==> src/hw/rv_fwd_pkg.sv <==
package rv_fwd_pkg;

    ////////////////////////////////////////
    // register file geometry.
    ////////////////////////////////////////

    // one integer word.
    localparam int xlen       = 64;
    localparam int reg_addr_w = 5;
    localparam int reg_count  = 32;

    ////////////////////////////////////////
    // operand sources.
    ////////////////////////////////////////

    // newest producer of an operand.
    typedef enum logic [1:0] {
        src_rf  = 2'd0,
        src_ex  = 2'd1,
        src_mem = 2'd2,
        src_wb  = 2'd3
    } fwd_src_e;

endpackage

==> src/hw/operand_sel.sv <==
`timescale 1ns/1ps

module operand_sel import rv_fwd_pkg::*; (
    input  fwd_src_e        rs1_src,
    input  fwd_src_e        rs2_src,
    input  logic [xlen-1:0] rf_rs1_data,
    input  logic [xlen-1:0] rf_rs2_data,
    input  logic [xlen-1:0] ex_result,
    input  logic [xlen-1:0] mem_result,
    input  logic [xlen-1:0] wb_result,
    output logic [xlen-1:0] rs1_data,
    output logic [xlen-1:0] rs2_data
);

    ////////////////////////////////////////
    // four-way select.
    ////////////////////////////////////////

    // stage results are common to both operands.
    function automatic logic [xlen-1:0] pick_word(
        input fwd_src_e        src,
        input logic [xlen-1:0] rf_word
    );
        logic [xlen-1:0] word;
        case (src)
            src_ex:  word = ex_result;
            src_mem: word = mem_result;
            src_wb:  word = wb_result;
            default: word = rf_word;
        endcase
        return word;
    endfunction

    always_comb begin
        rs1_data = pick_word(rs1_src, rf_rs1_data);
        rs2_data = pick_word(rs2_src, rf_rs2_data);

        // detector must hand over a defined source.
        src_legal: assert ((rs1_src inside {src_rf, src_ex, src_mem, src_wb})
                           && (rs2_src inside {src_rf, src_ex, src_mem, src_wb}))
            else $error("operand_sel: illegal forward source");
    end

endmodule

==> config.mk <==
export PLATFORM = sky130hd
export DESIGN_NAME = operand_sel
export DESIGN_NICKNAME = d
export VERILOG_FILES = /design/src/hw/rv_fwd_pkg.sv /design/src/hw/operand_sel.sv
export SDC_FILE = /design/constraint.sdc
export NUM_CORES = 1
export LEC_CHECK = 0
export ABC_AREA = 1
export BUFFER_PORTS_ARGS = -buffer_cell sky130_fd_sc_hd__buf_4
export CORE_AREA = 2 2 174 176
export DETAILED_ROUTE_END_ITERATION = 7
export DIE_AREA = 0 0 176 178
export GPL_TIMING_DRIVEN = 0
export SLEW_MARGIN = 10
export SYNTH_ARGS = -nofsm -noshare
export SYNTH_HDL_FRONTEND = slang
export SYNTH_SLANG_ARGS = --single-unit
==> constraint.sdc <==
create_clock -name vclk -period 1.2
set_input_delay 0.36 -clock vclk [all_inputs]
set_output_delay 0.36 -clock vclk [all_outputs]
set_load 0.05 [all_outputs]
# [After elaboration in Yosys (flattened, before gate mapping)]
# Index checks and enable logic that the tools add are counted.
[totals] regBits=0 elab_cells=8 mem_count=0 ram_bits=0 mem_bits_ro=0 in_bits=324 latchBits=0 output_inout_bits=128
[op_classes] div=0 mul=0 n_addsub=0 n_reduce_logical=0 shifts=0 mux=2 eq_ne=6 n_lt_le_gt_ge=0 bitwise=0
[op_table] op="64-bit case mux with 3 select lines" n=2
[op_table] op="2-bit equality test, second input constant" n=4
[op_table] op="2-bit by 1-bit equality test with 1-bit output, second input constant" n=2

# [Depth between registers and ports, before layout]
[depth] depth_word=2 ltp_mapped=4 mapped_depth_nobuf=3

# [Least setup slack after synthesis]
# OpenSTA, ideal clock, no wires.
[synth_timing] path_type="input to output" from="in rs1_src[0]" to="out rs1_data[36]" slack_ns=-0.367 required_time_ns=0.840 arrival_ns=1.207 path_stages=4 n_path_buf=2 cell_sequence="buf_4 -> buf_4 -> nand3_1 -> nand4_1"
[synth_between] elab_chain_cells=2 word_cells_on_any_way=4 cone_classes="eq/ne (3); mux (1)"
[synth_rtl] element="start: declaration" line_no="operand_sel.sv:4" text="input fwd_src_e rs1_src,"
[synth_rtl] element="2-bit equality test or 2-bit by 1-bit equality test with 1-bit output (tied branches)" line_no="operand_sel.sv:25" text="case (src)"
[synth_rtl] element="64-bit case mux with 3 select lines (*)" line_no="operand_sel.sv:25"
[synth_rtl] element="end: declaration" line_no="operand_sel.sv:11" text="output logic [xlen-1:0] rs1_data,"
# Mark *: on every way between the ends. The rest lies on a longest branch, timed or not.

# [Worst setup path after layout]
[layout_timing] from="in rs2_src[0]" to="out rs2_data[37]"
[layout_between] elab_chain_cells=2 word_cells_on_any_way=4 cone_classes="eq/ne (3); mux (1)"
[layout_rtl] element="start: declaration" line_no="operand_sel.sv:5" text="input fwd_src_e rs2_src,"
[layout_rtl] element="2-bit equality test or 2-bit by 1-bit equality test with 1-bit output (tied branches)" line_no="operand_sel.sv:25"
[layout_rtl] element="64-bit case mux with 3 select lines (*)" line_no="operand_sel.sv:25"
[layout_rtl] element="end: declaration" line_no="operand_sel.sv:12" text="output logic [xlen-1:0] rs2_data"
# Marked as above.

==> impl_metrics.ini <==
[placed_design]
dp_slack_ns = -0.931
numPlacedInstances = 1580
port_buffers = 452
gp_congestion = 0.921
dp_hpwl_mm = 29.5
postPlaceCellArea_um2 = 7990

[floorplan]
die-area_um2 = 31300
die_height_um = 178
rows = 63
start_util = 0.135
ios = 452
core_um2 = 29400
fp.dieW_um = 176

[synthesis]
synth.top_cell.area_share = 0.485
synth_simple_gate_area_frac = 0.814
syn_area_um2 = 3970
synth_top_family_by_area = simple AND/OR/NAND/NOR gates
yosysUniqueCellTypes = 10
synth_most_common_cell = nand3_1
synthCells = 738
netlist_top_cells_count = nand3_1 (384), nand2_1 (128), nand4_1 (128)
synth_xor_area_frac = 0
synthMuxAreaShare = 0
synth_seq_area_share = 0
avgSynthCellArea_um2 = 5.37
netlist_top_cells_area = nand3_1 (48%), nand4_1 (20%), nand2_1 (12%)
synthAdderAreaFrac = 0
synth-compound-area-share = 0
syn-num-nets = 1062
synth_top_area_cell = nand3_1
ys_warn_count = 0

[timing]
fin_crit_ns = 1.72
setup_slack_ns = -0.525
finalSetupViolCount = 128
worstMarginPinSlew_ns = 0.218
report.final.slew_viol_count = 0
hold_viol = 0
finalCritPeriodShare = 1.44
hold_ws_ns = 1.08
max_freq_mhz = 580
rsz0062_at_grt = true
relSlewSlack = 0.854

[worst_setup_path]
end_kind = output pin
setup.worst_path.start_class = input port
critPathMaxFanout = 5
required_ns = 0.84
crit_type = in2out
worstPathArrival_ns = 1.36

[layout]
clock_buffers = 0
diodes = 0
drive_above_1_share = 0.526
final_core_util = 0.331
final_nets = 1539
seqCellArea_um2 = 0
nFlopsAndLatches = 0
fin_area_um2 = 9730
final_cells = 1603
syn_to_final_growth_pct = 145

[pwr]
power_density_nw_per_um2 = 615
leakage_nw = 4.48
p_sw_w = 0.00353
ir_drop_mv = 0.299
p_clk_frac = 0
pwr-share-seq = 0
comb_power_share = 1.000
p_int_w = 0.00245
p_sw_frac = 0.590

[worst_hold_path]
hold_class = in2out
hold-path-cell-count = 4

[grt]
first_global_vias = 8590
gr-usage-all-layers = 0.234
antenna_found_initial = 0
grt_max_degree = 11
grt_first_pass_wirelength_mm = 55.1
grt.overflow.total = 0

[flow_run]
cap_violations = 0

[drt]
vias_per_cell = 5.34
drt-pass1-iter-count = 7
ant_nets = 0
wirelength_mm = 39.5
drt_iter0_drc = 815
drcViolationCount = 0
vias = 8559
avgRoutedWirePerCell_um = 24.6

[status]
outcome = finished with violations
violations = setup timing
## area by class of cell
cell class	instances	area, µm²
Buffer	92	1270
Fill cell	3181	19700
Multi-Input combinational cell	642	3510
Tap cell	390	488
Inverter	4	50.0
Timing Repair Buffer	475	4420
## worst paths after layout
kind	to	from	slack, ns
max	rs2_data[37]	rs2_src[0]	-0.52
min	rs1_data[47]	rf_rs1_data[47]	1.08
## logic make-up after synthesis
group | Yosys count
buffers and inverters | 96
and+or+nand+nor | 642
## cells in the final DEF, fill, tap and decap left out, drive strengths merged
| cell | n |
|---|---|
| bufbuf | 1 |
| buf | 560 |
| nand3 | 384 |
| nand4 | 128 |
| inv | 4 |
| nor2 | 2 |
| nand2 | 128 |
| clkbuf | 6 |
## metal layers
| layer | GRT usage | vias up | wire length, µm |
|---|---|---|---|
| met4 | 0.0548 | 0 | 1000 |
| met2 | 0.407 | 625 | 19100 |
| li1 | - | 3738 | - |
| met5 | 0 | - | 0 |
| met3 | 0.0418 | 77 | 3500 |
| met1 | 0.299 | 4119 | 15900 |
## worst max-delay path, cell delays in order
cell	delay (ns)
buf_12	0.13
nor2_4	0.16
buf_12	0.17
buf_8	0.14
nand2_2	0.05
nand4_1	0.15
buf_6	0.19
## metrics by stage
| stage | TNS, ns | total power (W) |
|---|---|---|
| 2_1_floorplan | -43.81 | 0.00278 |
| 3_3_place_gp | -102.77 | 0.00505 |
| 3_5_place_dp | -103.00 | 0.00505 |
| 4_1_cts | -57.66 | 0.00590 |
| 5_1_grt | -63.46 | 0.00619 |
| 6_report | -58.14 | 0.00598 |
## power groups by stage
stage          logic (W)  registers (W)  clock network, W
4_1_cts          0.00590              0                 0
2_1_floorplan    0.00278              0                 0
5_1_grt          0.00619              0                 0
3_3_place_gp     0.00505              0                 0
6_report         0.00598              0                 0
3_5_place_dp     0.00505              0                 0
## what timing repair did
item | in CTS | in global routing
hold buffers | 0 | 0
setup endpoints to repair | 128 | 128
setup buffers | 11 | 0
pin swaps | 35 | 26
cloned | 14 | 0
gates resized for setup | 309 | 50
No activity file was read; power rests on OpenSTA's default activity.
