===== src/hw/rv_fwd_pkg.sv =====
package rv_fwd_pkg;

    ////////////////////////////////////////
    // register file geometry.
    ////////////////////////////////////////

    // one integer word.
    localparam int xlen       = 64;
    localparam int reg_addr_w = 5;
    localparam int reg_count  = 32;

    ////////////////////////////////////////
    // operand sources.
    ////////////////////////////////////////

    // newest producer of an operand.
    typedef enum logic [1:0] {
        src_rf  = 2'd0,
        src_ex  = 2'd1,
        src_mem = 2'd2,
        src_wb  = 2'd3
    } fwd_src_e;

endpackage


===== src/hw/reg_file.sv =====
`timescale 1ns/1ps

module reg_file import rv_fwd_pkg::*; (
    input  logic                  clk,
    input  logic                  rst_n,
    input  logic [reg_addr_w-1:0] rs1_addr,
    input  logic [reg_addr_w-1:0] rs2_addr,
    input  logic                  we,
    input  logic [reg_addr_w-1:0] rd_addr,
    input  logic [xlen-1:0]       rd_data,
    output logic [xlen-1:0]       rs1_rdata,
    output logic [xlen-1:0]       rs2_rdata
);

    logic [xlen-1:0] regs [reg_count];
    logic            wr_en;

    // x0 is never written.
    assign wr_en = we && (rd_addr != '0);

    ////////////////////////////////////////
    // write port.
    ////////////////////////////////////////

    always_ff @(posedge clk or negedge rst_n) begin
        if (!rst_n) begin
            for (int i = 0; i < reg_count; i++) begin
                regs[i] <= '0;
            end
        end else if (wr_en) begin
            regs[rd_addr] <= rd_data;
        end
    end

    ////////////////////////////////////////
    // read ports.
    ////////////////////////////////////////

    // x0 reads its cleared storage.
    assign rs1_rdata = regs[rs1_addr];
    assign rs2_rdata = regs[rs2_addr];

    ////////////////////////////////////////
    // checks.
    ////////////////////////////////////////

    // storage behind x0 survives any write sequence.
    x0_stays_zero: assert property (
        @(posedge clk) disable iff (!rst_n)
        regs[0] == '0
    ) else $error("reg_file: x0 storage changed");

endmodule


===== config.mk =====
export PLATFORM = sky130hd
export DESIGN_NAME = reg_file
export DESIGN_NICKNAME = d
export VERILOG_FILES = /design/src/hw/rv_fwd_pkg.sv /design/src/hw/reg_file.sv
export SDC_FILE = /design/constraint.sdc
export NUM_CORES = 2
export LEC_CHECK = 0
export BUFFER_PORTS_ARGS = -buffer_cell sky130_fd_sc_hd__buf_2
export CAP_MARGIN = 20
export CORE_ASPECT_RATIO = 0.7
export CORE_MARGIN = 2
export CORE_UTILIZATION = 69
export CTS_CLUSTER_DIAMETER = 150
export CTS_CLUSTER_SIZE = 40
export DETAILED_ROUTE_END_ITERATION = 6
export PLACE_DENSITY = 0.91
export SYNTH_ARGS = -nofsm -noshare
export SYNTH_HDL_FRONTEND = slang
export SYNTH_SLANG_ARGS = --single-unit
export TNS_END_PERCENT = 20

===== constraint.sdc =====
create_clock -name clk -period 6.3 [get_ports clk]
set_clock_uncertainty 0.2 [all_clocks]
set_input_delay 0.315 -clock clk [delete_from_list [all_inputs] [get_ports clk]]
set_output_delay 0.315 -clock clk [all_outputs]
set_load 0.05 [all_outputs]

Yosys cells after proc, flatten, opt, wreduce, memory -nomap -nowiden
Index checks and enable logic that the tools add are counted.

Magnitude comparators: 4. Mux-type cells: 9. Bitwise operators: 3. Reductions and logical operators: 3.

Operators by type and width (count): bitwise mux 2048 bit (1); binary-select mux 64 bit (select 5 bit) (2); demux 64 bit (select 5 bit) (1); 2-to-1 mux 64 bit (5); greater-or-equal comparator 6 bit, second input constant (3); NOT 5 -> 6 bit (3); < comparator 6 x 1 -> 1 bit, second input constant (1); nonzero test 5 bit (1); logical AND 1 bit (2).

Register bits: 2048. Bits of input ports: 82. Output and inout bits: 128. Logic and storage cells: 51.

Logic depth before layout (Yosys ltp)
Word-level depth: 6. Gate-level depth with buffers: 10. Mapped depth without buffers: 4.

Worst setup path after synthesis
Ideal clock, no wire load.

Path kind: input port to output port. Start point: in rs2_addr[0]. End point: out rs2_rdata[13]. Data arrival time: 2858 ps. Data required time: 5785 ps. Setup slack: 2927 ps. Cell stages on the path: 9. Buffers on the path: 7. Cells stage by stage: buf_2 > buf_6 > buf_4 > buf_4 > buf_4 > buf_4 > buf_2 > a211oi_1 > o31ai_1.

Longest elaborated chain between the ends: 4.

Ends and longest elaborated chain: start: declaration (line reg_file.sv:7) `input logic [reg_addr_w-1:0] rs2_addr,`; NOT 5 -> 6 bit (not written as such) (line reg_file.sv:41) `assign rs2_rdata = regs[rs2_addr];`; binary-select mux 64 bit (select 5 bit) (line reg_file.sv:41); 2-to-1 mux 64 bit (not written as such) (2 in series) (line reg_file.sv:41); end: declaration (line reg_file.sv:12) `output logic [xlen-1:0] rs2_rdata`.

No other way between the ends. The select of a mux whose other input is x is not followed.

Worst setup path after layout
Start point: in rs2_addr[2]. End point: out rs2_rdata[26].

Same word-level chain as after synthesis.

==> impl_metrics.toml <==
[sta]
setup_violations = 0
finalCriticalPeriod_ns = 4.02
whs_ns = -0.0424
relSlewSlack_pct = 18.8
period_share_pct = 63.8
report.final.hold_viol_count = 17
slew_violations = 0
final.setup.tns_ns = 0
tightest_slew_ns = 1.22
rsz0062_at_grt = "false"
clock.fmax_ghz = 0.249

[synthesis]
ys_types = 31
synth_top_area_share_pct = 47.6
synth_cells = 6514
seq_area_frac_synth_pct = 47.6
ys_top_cells_by_count = "mux2_2, dfrtp_1, mux4_2"
avgSynthCellArea_um2 = 16.5
yosysTopAreaCell = "dfrtp_1"
syn_nets = 6596
yosysMostFrequentCell = "mux2_2"
netlist_area_um2 = 108000
synthFlopType = "dfrtp_1"
synthArstFlopShare_pct = 100
ys_warn_count = 0
ys_seq_elements = 2048
synthTopCellsByArea = "dfrtp_1, mux4_2, mux2_2, clkbuf_1, mux2i_1"
synth_edf_count = 0

[worst_setup_path]
crit_path_start_kind = "input port"
crit_type = "in -> out"
crit_start = "rs2_addr[2]"
cp_max_fo = 89
r2r_setup_slack_ns = 5.23
crit_arrival_ns = 3.50
required_ns = 5.78
endpoint_kind = "primary output"
reg2reg_from = "regs[1563]"
ff2ff_path_depth = 1

[grt]
grt_pass1_vias = 68300
grt_overflow = 0
grt_util_all_layers_pct = 38.5
antenna_found_initial = 10
grt_max_degree = 192
grt_pass1_wl_mm = 454

[cts]
cts_tree = "built"
clockRootBuffer = "clkbuf_16"
htreeDepth = 2
cts_buffer_depth = 3
cts_setup_buffers = 0
path_clk_slew_ns = 0.14
cts_sinks = 2048
insertion_delay_ns = 0.77
cts_buffers = 57

[cells_and_area]
fin_util_pct = 72.4
top_regs = "regs: 2048 flops"
fillers = 9278
largest_register_ffs = 2048
top_register = "regs"
regArea_um2 = 51200
drive_gt1_share_pct = 59.6
final_cell_area_um2 = 112000
multi_input_area_um2 = 53400
area_growth_syn_to_layout_pct = 4.33
layout.nets = 6317

[detailed_routing]
vias_per_cell = 7.86
firstDrtPassIters = 7
final_antenna_net_count = 0
first_iter_violations = 8315
drt_wl_total_mm = 302
vias = 65600
post-route-drc-count = 2
wire_per_inst_um = 36.2

[floorplan]
dieHeight_um = 335
num_rows = 121
coreArea_um2 = 155000
die_w_um = 476
io_pins = 210
dieArea_um2 = 159000
initial_core_util_pct = 69.4

[pwr]
peakVddDrop_mv = 0.280
power.total_mw = 31.9
p_per_area_nw_per_um2 = 284
p_leak_nw = 48.4

[hold_path]
hold_class = "in -> async"

[job]
max_cap_viol_count = 0

[placed_design]
place_area_um2 = 110000
numPortBuffers = 209
dp.final_hpwl_mm = 173
gp_congestion = 0.832

[run_status]
status = "finished, violations left"
violations = "design-rule violations, negative hold slack"
-- worst max-delay path, cell delays in order --
cell	delay (ns)
buf_8	0.61
buf_4	0.66
mux4_2	0.39
mux2i_1	0.33
o22ai_1	0.26
a221o_1	0.42
buf_2	0.26
-- final cells by class --
| type | instances | area share, % |
|---|---|---|
| antenna | 8 | 0.0178 |
| clock buffer | 59 | 1.31 |
| tap | 2091 | 2.33 |
| inverter | 1 | 0.00557 |
| timing repair buffer | 435 | 3.18 |
| sequential | 2048 | 45.6 |
| clock inverter | 2 | 0.0345 |
| multi-input combinational | 3692 | 47.5 |
-- kinds of logic (layout without fill, tap and decap cells) --
kind of cell	after synthesis	in the layout	share of synthesized area, %
AND/OR/NAND/NOR	96	96	0.454
AO/OA/AOI/OAI	156	156	1.12
flip-flops	2048	2048	47.6
buffers and inverters	774	497	3.10
multiplexers	3440	3440	47.7
other	0	8	0
-- repair_timing --
item                                    in CTS  in global routing
hold buffers                                65                  0
hold endpoints to repair                  2051                  0
resized for setup                            0                  0
endpoints found under the setup margin       0                  0
-- through the flow --
stage	hold WS, ns	setup slack (ns)	instances
final	-0.0424	2.28	8336
after global routing	0.0287	2.24	8331
after CTS	0.00527	2.44	8325
after detailed placement	0.182	2.33	8199
after global placement	0.176	2.44	8198
after floorplan	-0.181	2.93	6514
-- path summary, 6_finish.rpt --
kind                                  to
max                        rs2_rdata[26]
min                           regs[1036]
max reg2reg                   regs[1563]
min reg2reg                   regs[1988]
max in group asynchronous      regs[114]
min in group clk              regs[1988]
-- report_power, final --
part | total (mW) | switching (mW) | internal [mW]
logic | 8.75 | 3.74 | 5.00
clock network | 5.61 | 3.90 | 1.71
registers | 17.6 | 1.97 | 15.6
total | 31.9 | 9.61 | 22.3
-- layer usage --
layer | part of all wire (%) | global-route usage, % | vias to the layer above
met2 | 46 | 58.1 | 4306
met4 | 5.7 | 18.9 | 8
met5 | 0.027 | 0 | -
li1 | - | - | 24700
met1 | 37 | 53.3 | 35500
met3 | 11 | 9.62 | 958
-- placed cells by master, fill, tap and decap left out, types with 9 or more instances in the layout --
master         Yosys  layout
mux2_2          2103    2103
dfrtp_1         2048    2048
mux4_2          1144    1144
buf_2            210     198
mux2i_1          144     144
buf_4             37     118
dlygate4sd3_1      0      65
o22ai_1           60      60
clkbuf_16          0      59
mux2_1            49      49
buf_12             0      41
a221oi_1          35      35
a221o_1           25      25
nor2b_1           20      17
nor2_4             0      13
nor2_1            26      11
nand2_1           22      11
nand2_4            0       9
Note: power is estimated with default switching activity, not from simulation.
