<file path="src/hw/rv_fwd_pkg.sv">
package rv_fwd_pkg;

    ////////////////////////////////////////
    // register file geometry.
    ////////////////////////////////////////

    // one integer word.
    localparam int xlen       = 64;
    localparam int reg_addr_w = 5;
    localparam int reg_count  = 32;

    ////////////////////////////////////////
    // operand sources.
    ////////////////////////////////////////

    // newest producer of an operand.
    typedef enum logic [1:0] {
        src_rf  = 2'd0,
        src_ex  = 2'd1,
        src_mem = 2'd2,
        src_wb  = 2'd3
    } fwd_src_e;

endpackage

</file>
<file path="src/hw/fwd_detect.sv">
`timescale 1ns/1ps

module fwd_detect import rv_fwd_pkg::*; (
    input  logic [reg_addr_w-1:0] rs1_addr,
    input  logic [reg_addr_w-1:0] rs2_addr,
    input  logic [reg_addr_w-1:0] ex_rd_addr,
    input  logic                  ex_rd_we,
    input  logic                  ex_is_load,
    input  logic [reg_addr_w-1:0] mem_rd_addr,
    input  logic                  mem_rd_we,
    input  logic [reg_addr_w-1:0] wb_rd_addr,
    input  logic                  wb_we,
    output fwd_src_e              rs1_src,
    output fwd_src_e              rs2_src,
    output logic                  load_stall
);

    ////////////////////////////////////////
    // match helpers.
    ////////////////////////////////////////

    // stage writes a real register that equals the source.
    function automatic logic stage_hit(
        input logic [reg_addr_w-1:0] rs,
        input logic [reg_addr_w-1:0] rd,
        input logic                  rd_we
    );
        return rd_we && (rd != '0) && (rd == rs);
    endfunction

    // newest stage wins.
    function automatic fwd_src_e pick_src(
        input logic [reg_addr_w-1:0] rs
    );
        fwd_src_e src;
        if (rs == '0) begin
            src = src_rf;
        end else if (stage_hit(rs, ex_rd_addr, ex_rd_we)) begin
            src = src_ex;
        end else if (stage_hit(rs, mem_rd_addr, mem_rd_we)) begin
            src = src_mem;
        end else if (stage_hit(rs, wb_rd_addr, wb_we)) begin
            src = src_wb;
        end else begin
            src = src_rf;
        end
        return src;
    endfunction

    ////////////////////////////////////////
    // sources and stall.
    ////////////////////////////////////////

    always_comb begin
        rs1_src = pick_src(rs1_addr);
        rs2_src = pick_src(rs2_addr);

        // load result not ready until after memory.
        load_stall = ex_is_load
                     && (stage_hit(rs1_addr, ex_rd_addr, ex_rd_we)
                         || stage_hit(rs2_addr, ex_rd_addr, ex_rd_we));

        // a stall always pairs with an execute forward.
        if (load_stall) begin
            stall_has_ex_fwd: assert (ex_is_load
                                      && ((rs1_src == src_ex) || (rs2_src == src_ex)))
                else $error("fwd_detect: load stall without execute forward");
        end
    end

endmodule

</file>
<file path="config.mk">
export PLATFORM = sky130hd
export DESIGN_NAME = fwd_detect
export DESIGN_NICKNAME = d
export VERILOG_FILES = /design/src/hw/rv_fwd_pkg.sv /design/src/hw/fwd_detect.sv
export SDC_FILE = /design/constraint.sdc
export NUM_CORES = 1
export LEC_CHECK = 0
export ABC_CLOCK_PERIOD_IN_PS = 2670
export BUFFER_PORTS_ARGS = -buffer_cell sky130_fd_sc_hd__buf_2
export CAP_MARGIN = 10
export CORE_AREA = 2 2 39 41
export DETAILED_ROUTE_END_ITERATION = 6
export DIE_AREA = 0 0 41 43
export MAX_ROUTING_LAYER = met4
export PLACE_DENSITY = 0.71
export SLEW_MARGIN = 20
export SYNTH_ARGS = -nofsm -noshare
export SYNTH_HDL_FRONTEND = slang
export SYNTH_SLANG_ARGS = --single-unit
</file>
<file path="constraint.sdc">
create_clock -name vclk -period 2.67
set_input_delay 0.267 -clock vclk [all_inputs]
set_output_delay 0.267 -clock vclk [all_outputs]
set_load 0.01 [all_outputs]
</file>
== Yosys cells after proc, flatten, opt, wreduce, memory -nomap -nowiden ==
Index checks and enable logic that the tools add are counted.

* Reductions and logical operators: 16
* Muxes and demuxes: 8
* Eq/ne operators: 6

{| class="wikitable"
|+ Operators with widths
! kind !! count
|-
| equality test 5 bit || 6
|-
| 2-to-1 mux 2 bit || 8
|-
| nonzero test 5 bit || 3
|-
| logical AND 1 bit || 10
|-
| zero test 5 bit || 2
|-
| logical OR 1 bit || 1
|}

* Output and inout port bits: 5
* Bits of input ports: 29
* Word-level logic and storage cells: 30
* Register bits: 0

== Longest topological paths before layout ==
* Depth in word-level cells: 7
* Depth in mapped cells: 4
* Gate-level depth less buffers: 4

== Least setup slack after synthesis ==
No wires, ideal clock.

* Path kind: input to output
* Start point: input wb_rd_addr[2]
* End point: output rs1_src[1]
* Data arrival time: 1.264 ns
* Path buffers: 0
* Stages: 4
* Data required time: 2.403 ns
* Slack: 1.139 ns
* Cells stage by stage: or4_1 > nor2_1 > or4_4 > a221oi_2

* Word-level cells in the longest chain between the ends: 7
* Elaborated cells between the ends (all ways): 8
* Those cells by class: 1 x eq/ne; 4 x mux; 3 x reduce/logical

{| class="wikitable"
|+ RTL lines
! item !! line !! RTL
|-
| start, declared || fwd_detect.sv:11 || <nowiki>input logic [reg_addr_w-1:0] wb_rd_addr,</nowiki>
|-
| nonzero test 5 bit || fwd_detect.sv:28 || <nowiki>return rd_we && (rd != '0) && (rd == rs);</nowiki>
|-
| logical AND 1 bit || fwd_detect.sv:28 ||
|-
| logical AND 1 bit (*) || fwd_detect.sv:28 ||
|-
| 2-to-1 mux 2 bit (*) || fwd_detect.sv:42 || <nowiki>end else if (stage_hit(rs, wb_rd_addr, wb_we)) begin</nowiki>
|-
| 2-to-1 mux 2 bit (*) || fwd_detect.sv:40 || <nowiki>end else if (stage_hit(rs, mem_rd_addr, mem_rd_we)) begin</nowiki>
|-
| 2-to-1 mux 2 bit (*) || fwd_detect.sv:38 || <nowiki>end else if (stage_hit(rs, ex_rd_addr, ex_rd_we)) begin</nowiki>
|-
| 2-to-1 mux 2 bit (*) || fwd_detect.sv:36 || <nowiki>if (rs == '0) begin</nowiki>
|-
| end, declared || fwd_detect.sv:13 || <nowiki>output fwd_src_e rs1_src,</nowiki>
|}

Mark *: on every way between the ends. The rest lies on a longest branch, timed or not.

== Worst setup path in the final report ==
* Start point: input mem_rd_addr[1]
* End point: output rs1_src[1]

* Word-level cells in the longest chain between the ends: 6
* Elaborated cells between the ends (all ways): 7
* Those cells by class: 1 x eq/ne; 3 x mux; 3 x reduce/logical

{| class="wikitable"
|+ RTL lines
! item !! line !! RTL
|-
| start, declared || fwd_detect.sv:9 || <nowiki>input logic [reg_addr_w-1:0] mem_rd_addr,</nowiki>
|-
| nonzero test 5 bit || fwd_detect.sv:28 ||
|-
| logical AND 1 bit || fwd_detect.sv:28 ||
|-
| logical AND 1 bit (*) || fwd_detect.sv:28 ||
|-
| 2-to-1 mux 2 bit (*) || fwd_detect.sv:40 ||
|-
| 2-to-1 mux 2 bit (*) || fwd_detect.sv:38 ||
|-
| 2-to-1 mux 2 bit (*) || fwd_detect.sv:36 ||
|}

Marked as above.

==> flow_summary.yaml <==
layout:
  stdcell_count: 111
  clkbuf_count: 0
  nets: 126
  nFillCells: 137
  antennaDiodeCount: 0
  syn_to_final_growth_pct: 40.5
  layout-drive-gt1-share_pct: 40.0
  layout.area.seq_sq_um: 0
  seq_cell_count: 0
clock_network:
  cts_setup_buffers: 0
  ctsHoldBuffers: 0
  cts_resized: 0
sta:
  post-route-period-util_pct: 68.1
  finalHoldViolations: 0
  finalSetupViolCount: 0
  max_freq_ghz: 0.550
  rsz0062_at_grt: "no"
  fin_crit_ps: 1820
  finalSetupTns_ps: 0
  timing.slew.headroom_pct: 55.5
  drv_slew: 0
  max_slew.worst_pin.slew_ps: 661
routing:
  via_count: 588
  wirelength_um: 1360
  wire_per_inst_um: 12.3
  vias_per_cell: 5.30
  drtIter0Drc: 5
  dr.pass1.iters: 4
  drcViolationCount: 0
  ant_nets: 0
setup_path:
  crit_arrival_ps: 1550
  crit_path_end_kind: "output pin"
  worstSetupStartpointType: "input port"
  critical_path_class: "in2out"
  required_ps: 2400
  critPathMaxFanout: 4
synthesis:
  synth_area_per_cell_sq_um: 7.69
  seq_area_frac_synth_pct: 0
  syn_nets: 90
  ys_types: 13
  yosys_warnings: 0
  netlist_area_sq_um: 469
  synthCells: 61
global_routing:
  grt_antenna_before_repair: 0
  grt_pass1_vias: 499
  grt.overflow.total: 0
  grt_pass1_wl_um: 1990
  grt_max_degree: 5
  grtUsageTotal_pct: 16.0
floorplanning:
  core_sq_um: 1380
  start_util_pct: 33.9
  die_area_sq_um: 1760
  die_w_um: 41
  die_y_um: 43
  rows: 14
  io_pins: 34
pwr:
  power_density_nw_per_um2: 148
  ir_drop_v: 0.0000466
  p_leak_nw: 0.266
run_status:
  outcome: "finished, final reports clean"
placement:
  gp_congestion: 0.884
  placed_cells: 111
  dp_hpwl_um: 1250
  portBuffers: 34
worst_hold_path:
  hold_class: "in2out"
job:
  drv_cap: 0
[kinds of logic after synthesis]
kind of cell	Yosys count	synth area share, %
and+or+nand+nor	26	32.8
xor gates and xnor gates	30	56.0
AOI/OAI and AO/OA	5	11.2
[report_power, final]
part | switching [mW] | total [mW] | internal, mW
Combinational | 0.0481 | 0.0977 | 0.0497
Sequential | 0 | 0 | 0
Clock | 0 | 0 | 0
[synth_stat cells]
cell type  number  share of area [%]
xnor2_1        22                 41
xor2_1          8                 15
nand4_1         6                8.0
nor2_1          5                4.0
nor3_1          4                4.3
or4_1           3                4.8
a221oi_2        2                6.4
nand2_1         2                1.6
nor4_1          2                2.7
o21bai_1        2                3.2
or3_1           2                2.7
or4_4           2                4.8
o21a_1          1                1.6
[critical path, stage by stage]
cell      delay [ps]
buf_2            130
or4_1            510
nor2_1           240
or3_1            180
a221oi_2          50
buf_2            170
[routing by layer]
metal	share of wire (%)	GRT usage (%)	up-vias
met5	0	-	-
met4	0	0	0
met3	6.7	0	0
met2	54	31.6	23
met1	40	17.4	271
li1	-	-	294
[layout by cell type (no fill, tap or decap)]
cell       n
nor3_1     4
nor4_1     2
a221oi_2   2
xor2_1     8
nand2_1    2
xnor2_1   22
or3_1      2
buf_2     34
or4_1      3
o21bai_1   2
or4_4      2
nor2_1     5
o21a_1     1
nand4_1    6
[layout make-up]
cell class	count	area (sq um)	share of cell area, %
Tap cell	16	20.0	3.04
Timing Repair Buffer	34	170	25.8
Multi-Input combinational cell	61	469	71.2
[metrics by stage]
| stage | total power [mW] | worst slack (ps) | hold slack (ps) | util (%) | instance area (sq um) |
|---|---|---|---|---|---|
| finish | 0.0977 | 851 | 827 | 47.6 | 659 |
| global placement | 0.0965 | 876 | 818 | 47.6 | 659 |
| CTS | 0.0986 | 841 | 825 | 47.6 | 659 |
| detailed placement | 0.0981 | 840 | 824 | 47.6 | 659 |
| floorplan | 0.0500 | 1140 | 646 | - | 469 |
| global route | 0.107 | 760 | 852 | 47.6 | 659 |
[path summary, 6_finish.rpt]
path / start / to / slack [ps] / depth (start not counted)
max: mem_rd_addr[1] / rs1_src[1] / 850 / 6
min: ex_is_load / load_stall / 830 / 3
Power figures use the tool's default switching activity.
